[src/opl_reg_pkg.sv]
package opl_reg_pkg;

    localparam int REG_ADDR_WIDTH = 8;
    localparam int REG_DATA_WIDTH = 8;

    // channel control registers, one per channel
    localparam logic [REG_ADDR_WIDTH-1:0] CH_CTRL_BASE = 8'hC0;  // channel 0
    localparam logic [REG_ADDR_WIDTH-1:0] CH_CTRL_LAST = 8'hC8;  // channel 8

    // bit positions inside a channel control byte
    localparam int CNT_BIT      = 0;  // operator connection
    localparam int LEFT_EN_BIT  = 4;  // route to left output
    localparam int RIGHT_EN_BIT = 5;  // route to right output

endpackage

[src/mix_pkg.sv]
package mix_pkg;

    // sample and accumulator widths
    localparam int OP_OUT_WIDTH = 13;
    localparam int SAMPLE_WIDTH = 16;
    localparam int ACC_WIDTH    = OP_OUT_WIDTH + 5;  // 9 channels of 2-op sums

    // bank geometry
    localparam int NUM_CHANNELS  = 9;
    localparam int NUM_OPERATORS = 18;
    localparam int OP_NUM_WIDTH  = 5;
    localparam int CH_NUM_WIDTH  = 4;

    // second operator sits 3 slots above the first
    localparam logic [OP_NUM_WIDTH-1:0] SECOND_OP_OFFSET = OP_NUM_WIDTH'(3);

    // clamp limits, held at accumulator width for comparison
    localparam logic signed [ACC_WIDTH-1:0] SAMPLE_MAX =
        ACC_WIDTH'((2 ** (SAMPLE_WIDTH - 1)) - 1);
    localparam logic signed [ACC_WIDTH-1:0] SAMPLE_MIN =
        ACC_WIDTH'(-(2 ** (SAMPLE_WIDTH - 1)));

    typedef enum logic [2:0] {
        IDLE,
        READ_SECOND,   // address second operator
        READ_FIRST,    // capture second, address first
        ACCUMULATE,    // add channel into left/right sums
        DONE           // clamp and latch outputs
    } mix_state_t;

endpackage
[src/mix_ctrl_if.sv]
`timescale 1ns/1ns

interface mix_ctrl_if import mix_pkg::*; ();

    logic                    op_rd;           // operator memory read strobe
    logic [OP_NUM_WIDTH-1:0] op_addr;         // operator to read
    logic                    acc_clear;       // zero both sums at pass start
    logic                    capture_second;  // hold second operator sample
    logic                    accumulate;      // add channel into sums
    logic                    latch;           // clamp and register outputs

    modport seq (
        output op_rd, op_addr, acc_clear, capture_second, accumulate, latch
    );

    modport mem (
        input op_rd, op_addr
    );

    modport acc (
        input acc_clear, capture_second, accumulate, latch
    );

endinterface

[src/channel_mixer.sv]
`timescale 1ns/1ns

module channel_mixer import mix_pkg::*, opl_reg_pkg::*; (
    input  logic                           clk,
    input  logic                           rst_n,
    input  logic                           reg_wr,
    input  logic [REG_ADDR_WIDTH-1:0]      reg_addr,
    input  logic [REG_DATA_WIDTH-1:0]      reg_data,
    input  logic                           op_wr,
    input  logic [OP_NUM_WIDTH-1:0]        op_num,
    input  logic signed [OP_OUT_WIDTH-1:0] op_data,
    input  logic                           sample_clk_en,
    output logic                           sample_valid,
    output logic signed [SAMPLE_WIDTH-1:0] sample_l,
    output logic signed [SAMPLE_WIDTH-1:0] sample_r
);

    logic [CH_NUM_WIDTH-1:0]        ch_num;
    logic [OP_NUM_WIDTH-1:0]        first_op;
    logic                           last_ch;
    logic                           clear;
    logic                           step;
    logic signed [OP_OUT_WIDTH-1:0] rd_data;
    logic                           cnt;
    logic                           left_en;
    logic                           right_en;

    mix_ctrl_if ctrl_if ();

    channel_reg_file u_reg_file (
        .clk      (clk),
        .rst_n    (rst_n),
        .reg_wr   (reg_wr),
        .reg_addr (reg_addr),
        .reg_data (reg_data),
        .ch_num   (ch_num),
        .cnt      (cnt),
        .left_en  (left_en),
        .right_en (right_en)
    );

    operator_out_mem u_op_mem (
        .clk     (clk),
        .op_wr   (op_wr),
        .op_num  (op_num),
        .op_data (op_data),
        .ctrl    (ctrl_if.mem),
        .rd_data (rd_data)
    );

    channel_counter u_counter (
        .clk      (clk),
        .rst_n    (rst_n),
        .clear    (clear),
        .step     (step),
        .ch_num   (ch_num),
        .first_op (first_op),
        .last_ch  (last_ch)
    );

    mix_sequencer u_sequencer (
        .clk           (clk),
        .rst_n         (rst_n),
        .sample_clk_en (sample_clk_en),
        .first_op      (first_op),
        .last_ch       (last_ch),
        .clear         (clear),
        .step          (step),
        .ctrl          (ctrl_if.seq)
    );

    mix_accumulator u_accumulator (
        .clk          (clk),
        .rst_n        (rst_n),
        .ctrl         (ctrl_if.acc),
        .rd_data      (rd_data),
        .cnt          (cnt),
        .left_en      (left_en),
        .right_en     (right_en),
        .sample_valid (sample_valid),
        .sample_l     (sample_l),
        .sample_r     (sample_r)
    );

endmodule

[src/mix_accumulator.sv]
`timescale 1ns/1ns

module mix_accumulator import mix_pkg::*; (
    input  logic                           clk,
    input  logic                           rst_n,
    mix_ctrl_if.acc                        ctrl,
    input  logic signed [OP_OUT_WIDTH-1:0] rd_data,
    input  logic                           cnt,
    input  logic                           left_en,
    input  logic                           right_en,
    output logic                           sample_valid,
    output logic signed [SAMPLE_WIDTH-1:0] sample_l,
    output logic signed [SAMPLE_WIDTH-1:0] sample_r
);

    logic signed [OP_OUT_WIDTH-1:0] second_q;  // captured second operator
    logic signed [OP_OUT_WIDTH:0]   ch_value;
    logic signed [ACC_WIDTH-1:0]    sum_l;
    logic signed [ACC_WIDTH-1:0]    sum_r;

    function automatic logic signed [SAMPLE_WIDTH-1:0] clamp(
        input logic signed [ACC_WIDTH-1:0] sum
    );
        if (sum > SAMPLE_MAX) begin
            return SAMPLE_MAX[SAMPLE_WIDTH-1:0];
        end else if (sum < SAMPLE_MIN) begin
            return SAMPLE_MIN[SAMPLE_WIDTH-1:0];
        end
        return sum[SAMPLE_WIDTH-1:0];
    endfunction

    always_ff @(posedge clk) begin
        if (ctrl.capture_second) begin
            second_q <= rd_data;
        end
    end

    // rd_data holds the first operator during accumulate
    always_comb begin
        if (cnt) begin
            ch_value = {rd_data[OP_OUT_WIDTH-1], rd_data}
                     + {second_q[OP_OUT_WIDTH-1], second_q};
        end else begin
            ch_value = {second_q[OP_OUT_WIDTH-1], second_q};  // fm passes the carrier only
        end
    end

    always_ff @(posedge clk) begin
        if (!rst_n || ctrl.acc_clear) begin
            sum_l <= '0;
            sum_r <= '0;
        end else if (ctrl.accumulate) begin
            if (left_en) begin
                sum_l <= sum_l + ACC_WIDTH'(ch_value);
            end
            if (right_en) begin
                sum_r <= sum_r + ACC_WIDTH'(ch_value);
            end
        end
    end

    always_ff @(posedge clk) begin
        if (!rst_n) begin
            sample_valid <= 1'b0;
            sample_l     <= '0;
            sample_r     <= '0;
        end else begin
            sample_valid <= ctrl.latch;  // one-cycle pulse
            if (ctrl.latch) begin
                sample_l <= clamp(sum_l);
                sample_r <= clamp(sum_r);
            end
        end
    end

    in_range_passes: assert property (@(posedge clk) disable iff (!rst_n)
        ctrl.latch && sum_l >= SAMPLE_MIN && sum_l <= SAMPLE_MAX
            && sum_r >= SAMPLE_MIN && sum_r <= SAMPLE_MAX
        |=> sample_l == $past(sum_l) && sample_r == $past(sum_r))
        else $error("in-range sums altered by clamp");

endmodule

[src/mix_sequencer.sv]
`timescale 1ns/1ns

module mix_sequencer import mix_pkg::*; (
    input  logic                    clk,
    input  logic                    rst_n,
    input  logic                    sample_clk_en,
    input  logic [OP_NUM_WIDTH-1:0] first_op,
    input  logic                    last_ch,
    output logic                    clear,
    output logic                    step,
    mix_ctrl_if.seq                 ctrl
);

    mix_state_t state;
    mix_state_t next_state;
    logic       start_pending;  // pass starts the cycle after the enable

    always_ff @(posedge clk) begin
        if (!rst_n) begin
            state         <= IDLE;
            start_pending <= 1'b0;
        end else begin
            state         <= next_state;
            start_pending <= sample_clk_en && state == IDLE && !start_pending;
        end
    end

    always_comb begin
        next_state          = state;
        clear               = 1'b0;
        step                = 1'b0;
        ctrl.op_rd          = 1'b0;
        ctrl.op_addr        = first_op;
        ctrl.acc_clear      = 1'b0;
        ctrl.capture_second = 1'b0;
        ctrl.accumulate     = 1'b0;
        ctrl.latch          = 1'b0;
        case (state)
            IDLE: begin
                if (start_pending) begin
                    clear          = 1'b1;
                    ctrl.acc_clear = 1'b1;
                    next_state     = READ_SECOND;
                end
            end
            READ_SECOND: begin
                ctrl.op_rd   = 1'b1;
                ctrl.op_addr = first_op + SECOND_OP_OFFSET;
                next_state   = READ_FIRST;
            end
            READ_FIRST: begin
                ctrl.capture_second = 1'b1;  // second op is on rd_data now
                ctrl.op_rd          = 1'b1;
                next_state          = ACCUMULATE;
            end
            ACCUMULATE: begin
                ctrl.accumulate = 1'b1;
                if (last_ch) begin
                    next_state = DONE;
                end else begin
                    step       = 1'b1;
                    next_state = READ_SECOND;
                end
            end
            DONE: begin
                ctrl.latch = 1'b1;
                next_state = IDLE;
            end
            default: next_state = IDLE;
        endcase
    end

    no_start_while_busy: assert property (@(posedge clk) disable iff (!rst_n)
        sample_clk_en |-> state == IDLE && !start_pending)
        else $error("sample_clk_en during a mixing pass");

    // latch closes a pass on the last channel, three cycles per channel after the start
    latch_after_last: assert property (@(posedge clk) disable iff (!rst_n)
        ctrl.latch |-> state == DONE && last_ch && $past(start_pending, 3 * NUM_CHANNELS + 1))
        else $error("latch outside the end of a full mixing pass");

endmodule

[src/channel_counter.sv]
`timescale 1ns/1ns

module channel_counter import mix_pkg::*; (
    input  logic                    clk,
    input  logic                    rst_n,
    input  logic                    clear,
    input  logic                    step,
    output logic [CH_NUM_WIDTH-1:0] ch_num,
    output logic [OP_NUM_WIDTH-1:0] first_op,
    output logic                    last_ch
);

    logic group_end;  // channel 2 or 5 ends an operator group

    assign group_end = ch_num == CH_NUM_WIDTH'(2) || ch_num == CH_NUM_WIDTH'(5);
    assign last_ch   = ch_num == CH_NUM_WIDTH'(NUM_CHANNELS - 1);

    always_ff @(posedge clk) begin
        if (!rst_n || clear) begin
            ch_num   <= '0;
            first_op <= '0;
        end else if (step) begin
            ch_num <= ch_num + CH_NUM_WIDTH'(1);
            if (group_end) begin
                // hop over the block of second operators
                first_op <= first_op + SECOND_OP_OFFSET + OP_NUM_WIDTH'(1);
            end else begin
                first_op <= first_op + OP_NUM_WIDTH'(1);
            end
        end
    end

    ch_num_in_range: assert property (@(posedge clk) disable iff (!rst_n)
        ch_num <= CH_NUM_WIDTH'(NUM_CHANNELS - 1))
        else $error("channel counter ran past the last channel");

endmodule

[src/operator_out_mem.sv]
`timescale 1ns/1ns

module operator_out_mem import mix_pkg::*; (
    input  logic                           clk,
    input  logic                           op_wr,
    input  logic [OP_NUM_WIDTH-1:0]        op_num,
    input  logic signed [OP_OUT_WIDTH-1:0] op_data,
    mix_ctrl_if.mem                        ctrl,
    output logic signed [OP_OUT_WIDTH-1:0] rd_data
);

    logic signed [OP_OUT_WIDTH-1:0] mem [NUM_OPERATORS];

    always_ff @(posedge clk) begin
        if (op_wr) begin
            mem[op_num] <= op_data;
        end
    end

    // data shows up the cycle after op_rd
    always_ff @(posedge clk) begin
        if (ctrl.op_rd) begin
            rd_data <= mem[ctrl.op_addr];
        end
    end

    op_num_in_range: assert property (@(posedge clk)
        op_wr |-> op_num < NUM_OPERATORS)
        else $error("operator write index %0d out of range", op_num);

endmodule

[src/channel_reg_file.sv]
`timescale 1ns/1ns

module channel_reg_file import mix_pkg::*, opl_reg_pkg::*; (
    input  logic                      clk,
    input  logic                      rst_n,
    input  logic                      reg_wr,
    input  logic [REG_ADDR_WIDTH-1:0] reg_addr,
    input  logic [REG_DATA_WIDTH-1:0] reg_data,
    input  logic [CH_NUM_WIDTH-1:0]   ch_num,
    output logic                      cnt,
    output logic                      left_en,
    output logic                      right_en
);

    logic [2:0]                ch_ctrl [NUM_CHANNELS];  // {right, left, cnt}
    logic [REG_ADDR_WIDTH-1:0] wr_offset;
    logic [CH_NUM_WIDTH-1:0]   wr_idx;
    logic                      wr_hit;

    assign wr_offset = reg_addr - CH_CTRL_BASE;
    assign wr_idx    = wr_offset[CH_NUM_WIDTH-1:0];
    assign wr_hit    = reg_wr && reg_addr >= CH_CTRL_BASE && reg_addr <= CH_CTRL_LAST;

    always_ff @(posedge clk) begin
        if (!rst_n) begin
            for (int i = 0; i < NUM_CHANNELS; i++) begin
                ch_ctrl[i] <= 3'b000;
            end
        end else if (wr_hit) begin
            ch_ctrl[wr_idx] <= {reg_data[RIGHT_EN_BIT],
                                reg_data[LEFT_EN_BIT],
                                reg_data[CNT_BIT]};
        end
    end

    // read side is combinational at the sequencer's channel
    assign cnt      = ch_ctrl[ch_num][0];
    assign left_en  = ch_ctrl[ch_num][1];
    assign right_en = ch_ctrl[ch_num][2];

endmodule

[config.mk]
export PLATFORM = sky130hd
export DESIGN_NAME = channel_mixer
export DESIGN_NICKNAME = d
export VERILOG_FILES = /design/src/opl_reg_pkg.sv /design/src/mix_pkg.sv /design/src/mix_ctrl_if.sv /design/src/channel_mixer.sv /design/src/mix_accumulator.sv /design/src/mix_sequencer.sv /design/src/channel_counter.sv /design/src/operator_out_mem.sv /design/src/channel_reg_file.sv
export SDC_FILE = /design/constraint.sdc
export NUM_CORES = 1
export LEC_CHECK = 0
export ABC_AREA = 1
export BUFFER_PORTS_ARGS = -buffer_cell sky130_fd_sc_hd__buf_2
export CAP_MARGIN = 25
export CORE_MARGIN = 2
export CORE_UTILIZATION = 60
export DETAILED_ROUTE_END_ITERATION = 16
export GPL_TIMING_DRIVEN = 0
export PLACE_DENSITY_LB_ADDON = 0.15
export SLEW_MARGIN = 20
export SYNTH_ARGS = -nofsm -noshare
export SYNTH_HDL_FRONTEND = slang
export SYNTH_SLANG_ARGS = --single-unit
[constraint.sdc]
create_clock -name clk -period 6.35 [get_ports clk]
set_input_delay 0.3175 -clock clk [delete_from_list [all_inputs] [get_ports clk]]
set_output_delay 0.3175 -clock clk [all_outputs]
set_load 0.01 [all_outputs]
==> results by group <==
Outcome
  – Status: completed

Worst hold path
  – Hold crit path type: input port to flop
  – Min-Delay Path Depth: 3
  – Worst hold endpoint: u_sequencer.start_pending
  – Min-Delay Startpoint: sample_clk_en

GRT
  – First-pass GRT wire length: 71.39 mm
  – Total track usage: 29.70%
  – Overflow after GRT: 0
  – Largest net degree at the start of global routing: 19
  – Vias in the first global route: 12907
  – Antenna violations before repair: 0

Setup path
  – Critical path's most frequent cell: nand3_1
  – CP Data Required Time: 6.77 ns
  – Crit-path cells: buf_4, inv_2, buf_6, nor2_1, nor2_1, o21ai_1, nand3_1, nand3_1, nand2_1, inv_1, buf_2, o21ai_0, ha_1, o21ai_0, o21ai_0, nand3_1, nand2_1, nand3_1, nand2_1, a21oi_1, a21oi_1
  – Cell depth of the worst setup path: 21
  – Reg2Reg Setup Slack: 2.19 ns
  – Reg2reg end: u_accumulator.sum_l[16]
  – Critical path's top delay family: compound AO/OA/AOI/OAI gates
  – CP max-delay cell: o21ai_0
  – Cells on worst reg2reg path: 21
  – Bufs and invs on worst path: 5
  – Setup crit end kind: flop
  – CP Data Arrival Time: 4.59 ns
  – Critical Path Max Stage Delay: 0.50 ns
  – CP startpoint kind: flop
  – Setup Crit Path Kind: flop to flop
  – CP Max Fanout: 10

Clock network
  – Hold_buf cts: 0
  – Clk Latency, worst-skew pair: 0.55 ns
  – Reg clk slew, reported paths: 0.06 ns
  – Post-CTS resize count: 0
  – H-tree depth: 2
  – Worst-case clock buffer depth: 3
  – Clk sink count: 394
  – Post-CTS Setup Bufs: 0
  – Total CTS buffers: 41
  – Root Buffer: clkbuf_16
  – CTS tree: done

Floorplanning
  – I/O pin count: 72
  – Cell row count: 63
  – Core Area: 29720 sq um
  – Total Die Area: 31670 sq um
  – Initial core utilization: 61.09%
  – Chip Width: 178.0 um
  – Die Span Y: 178.0 um

Drt
  – DRT iter0 DRCs: 1440
  – Post-route ant nets: 0
  – DRC Markers: 0
  – Drt via density: 5.812
  – TritonRoute pass-1 iters: 5
  – Final WL: 46.06 mm
  – DR vias: 13559
  – Routed wire per std cell: 19.74 um

Timing
  – Skew final: 0.02020 ns
  – # setup viols final: 0
  – RSZ-0062 raised after global routing: no
  – F_max: 0.2403 GHz
  – Final Hold Vio Count: 0
  – Slew HR: 36.63%
  – Sum Neg Setup Slack: 0 ns
  – Post-route setup slack: 2.188 ns
  – Slew @ Worst Pin: 0.9496 ns
  – Final Cycle Share: 65.54%
  – Pins over their slew limit: 0
  – Tmin final: 4.162 ns

Synthesis
  – Post-synth top flop: edfxtp_1
  – Post-synthesis cell type count: 45
  – Synth Area per Inst: 10.22 sq um
  – Post-synth ARST share: 0%
  – EDFF count, synth: 308
  – Post-Syn Instances: 1777
  – Post-Syn Area: 18150 sq um
  – YS warnings: 0
  – Sequential share of the synthesized area: 60.43%
  – Number of synthesized register bits: 394

Layout
  – FILL cells: 2244
  – # diodes: 0
  – Area of the multi-input gates: 6404 sq um
  – Layout cells sized above 1: 11.63%
  – Area growth from synthesis to layout: 12.94%
  – Fin nets: 2006
  – Register area: 10970 sq um
  – Finished Layout Cells: 2333
  – Final core area utilization: 68.99%

Power
  – Cell Pwr Density: 346.6 nW/um^2
  – P_leak: 7.921 nW
  – Max VDD drop: 0.2448 mV

Placement
  – Post-DP HPWL: 31.87 mm
  – Post-Place Cells: 2258
  – Buffers added on ports: 65
  – RePlAce Congestion: 0.8888
  – Setup WS pre-CTS: 2.338 ns

Job
  – Max Cap Violations: 0
[report_power, final]
part	total, mW	internal (mW)	switching, mW
sequential	2.96	2.91	0.0547
combinational	1.76	0.564	1.19
clock	2.39	1.36	1.03
[metrics by stage]
stage,power [mW],hold slack [ns],cell area [sq um]
after floorplan,4.204,0.4164,18230
after global placement,4.699,0.4482,19040
after detailed placement,4.749,0.4434,19170
after CTS,7.106,0.005078,20500
after global routing,7.410,0.01138,20500
final,7.107,0.01466,20500
[how the worst max path moves through the flow]
stage                                    from                      end  slack, ns
after global routing                     flop  u_accumulator.sum_l[10]       1.92
after floorplan           u_op_mem.rd_data[0]  u_accumulator.sum_l[17]       3.28
after CTS                                flop  u_accumulator.sum_l[16]       2.26
final                                    flop  u_accumulator.sum_l[16]       2.19
after global placement                   flop  u_accumulator.sum_l[16]       2.34
after detailed placement                 flop  u_accumulator.sum_l[16]       2.34
[per-layer routing]
| layer | share of wire [%] | global-route usage [%] |
|---|---|---|
| met1 | 41 | 39.54 |
| met5 | 0 | 0 |
| met4 | 3.8 | 11.78 |
| met2 | 48 | 49.73 |
| met3 | 7.0 | 3.728 |
[cell usage after synthesis, types with 2 or more instances]
cell type	n	area share (%)
nand3_1	87	2.4
buf_4	19	0.79
clkinv_1	3	0.062
fa_1	3	0.33
edfxtp_1	308	51
a31oi_1	20	0.69
o21ai_1	38	1.0
a211oi_1	7	0.29
or2_2	3	0.10
o21ai_4	2	0.18
ha_1	53	3.7
a221oi_1	2	0.097
clkbuf_1	23	0.48
o21ai_0	156	4.3
a21oi_1	104	2.9
nor3_1	13	0.36
nor4_1	2	0.069
buf_6	9	0.56
o21bai_1	9	0.37
nand4_1	10	0.34
nand2_1	260	5.4
nor2_1	279	5.8
inv_2	6	0.12
buf_2	22	0.61
xnor2_1	23	1.1
nand2_2	4	0.14
o211ai_1	75	3.1
a21o_1	7	0.29
xor2_1	17	0.82
inv_1	108	2.2
a211oi_2	6	0.41
dfxtp_1	86	9.5
[worst register-to-register path, stage by stage, from the launching register on]
cell	delay, ns
dfxtp_1	0.30
buf_4	0.16
inv_2	0.11
buf_6	0.14
nor2_1	0.04
nor2_1	0.11
o21ai_1	0.10
nand3_1	0.08
nand3_1	0.20
nand2_1	0.26
inv_1	0.11
buf_2	0.20
o21ai_0	0.50
ha_1	0.38
o21ai_0	0.43
o21ai_0	0.29
nand3_1	0.14
nand2_1	0.11
nand3_1	0.13
nand2_1	0.06
a21oi_1	0.13
a21oi_1	0.07
[kinds of logic after synthesis]
kind of cell	synth area share, %
buf+inv	4.990
flops	60.43
compound gates	13.78
xor+xnor	1.930
other cells	0.02066
simple gates	14.87
fa+ha+maj	3.983
[sequential cells by signal, indices dropped and copies added (netlist names), named ones only]
| name | count |
|---|---|
| u_accumulator.sample_l | 16 |
| u_accumulator.sample_r | 16 |
| u_accumulator.sample_valid | 1 |
| u_accumulator.second_q | 13 |
| u_accumulator.sum_l | 18 |
| u_accumulator.sum_r | 18 |
| u_counter.ch_num | 4 |
| u_counter.first_op | 5 |
| u_op_mem.mem | 234 |
| u_op_mem.rd_data | 13 |
| u_reg_file.ch_ctrl | 48 |
| u_sequencer.start_pending | 1 |
| u_sequencer.state | 3 |
[area by class of cell]
type	instances	share of cell area, %
buffer	75	2.246
clock buffer	54	5.346
clock inverter	21	1.166
inverter	118	2.172
multi-input combinational	1210	31.23
sequential	394	53.51
tap	390	2.380
timing repair buffer	71	1.953
[cell usage in the layout, fill, tap and decap left out, types with 5 or more instances in the layout]
cell | netlist | final
buf_4 | 19 | 19
a21oi_1 | 104 | 104
buf_2 | 22 | 87
nor2_2 | 1 | 19
a211oi_2 | 6 | 6
o211ai_1 | 75 | 75
o21ai_1 | 38 | 38
clkbuf_16 | 0 | 42
clkinv_2 | 0 | 5
inv_1 | 108 | 108
nand2_1 | 260 | 260
edfxtp_1 | 308 | 308
a21o_1 | 7 | 7
o21ai_0 | 156 | 156
clkbuf_1 | 23 | 35
nor2_1 | 279 | 261
nand4_1 | 10 | 10
dfxtp_1 | 86 | 86
conb_1 | 1 | 21
o21bai_1 | 9 | 9
a211oi_1 | 7 | 7
xnor2_1 | 23 | 23
ha_1 | 53 | 53
nor3_1 | 13 | 12
xor2_1 | 17 | 17
buf_6 | 9 | 13
nand3_1 | 87 | 87
inv_2 | 6 | 6
clkinv_1 | 3 | 9
a31oi_1 | 20 | 20
Note: power is estimated with default switching activity, not from simulation.
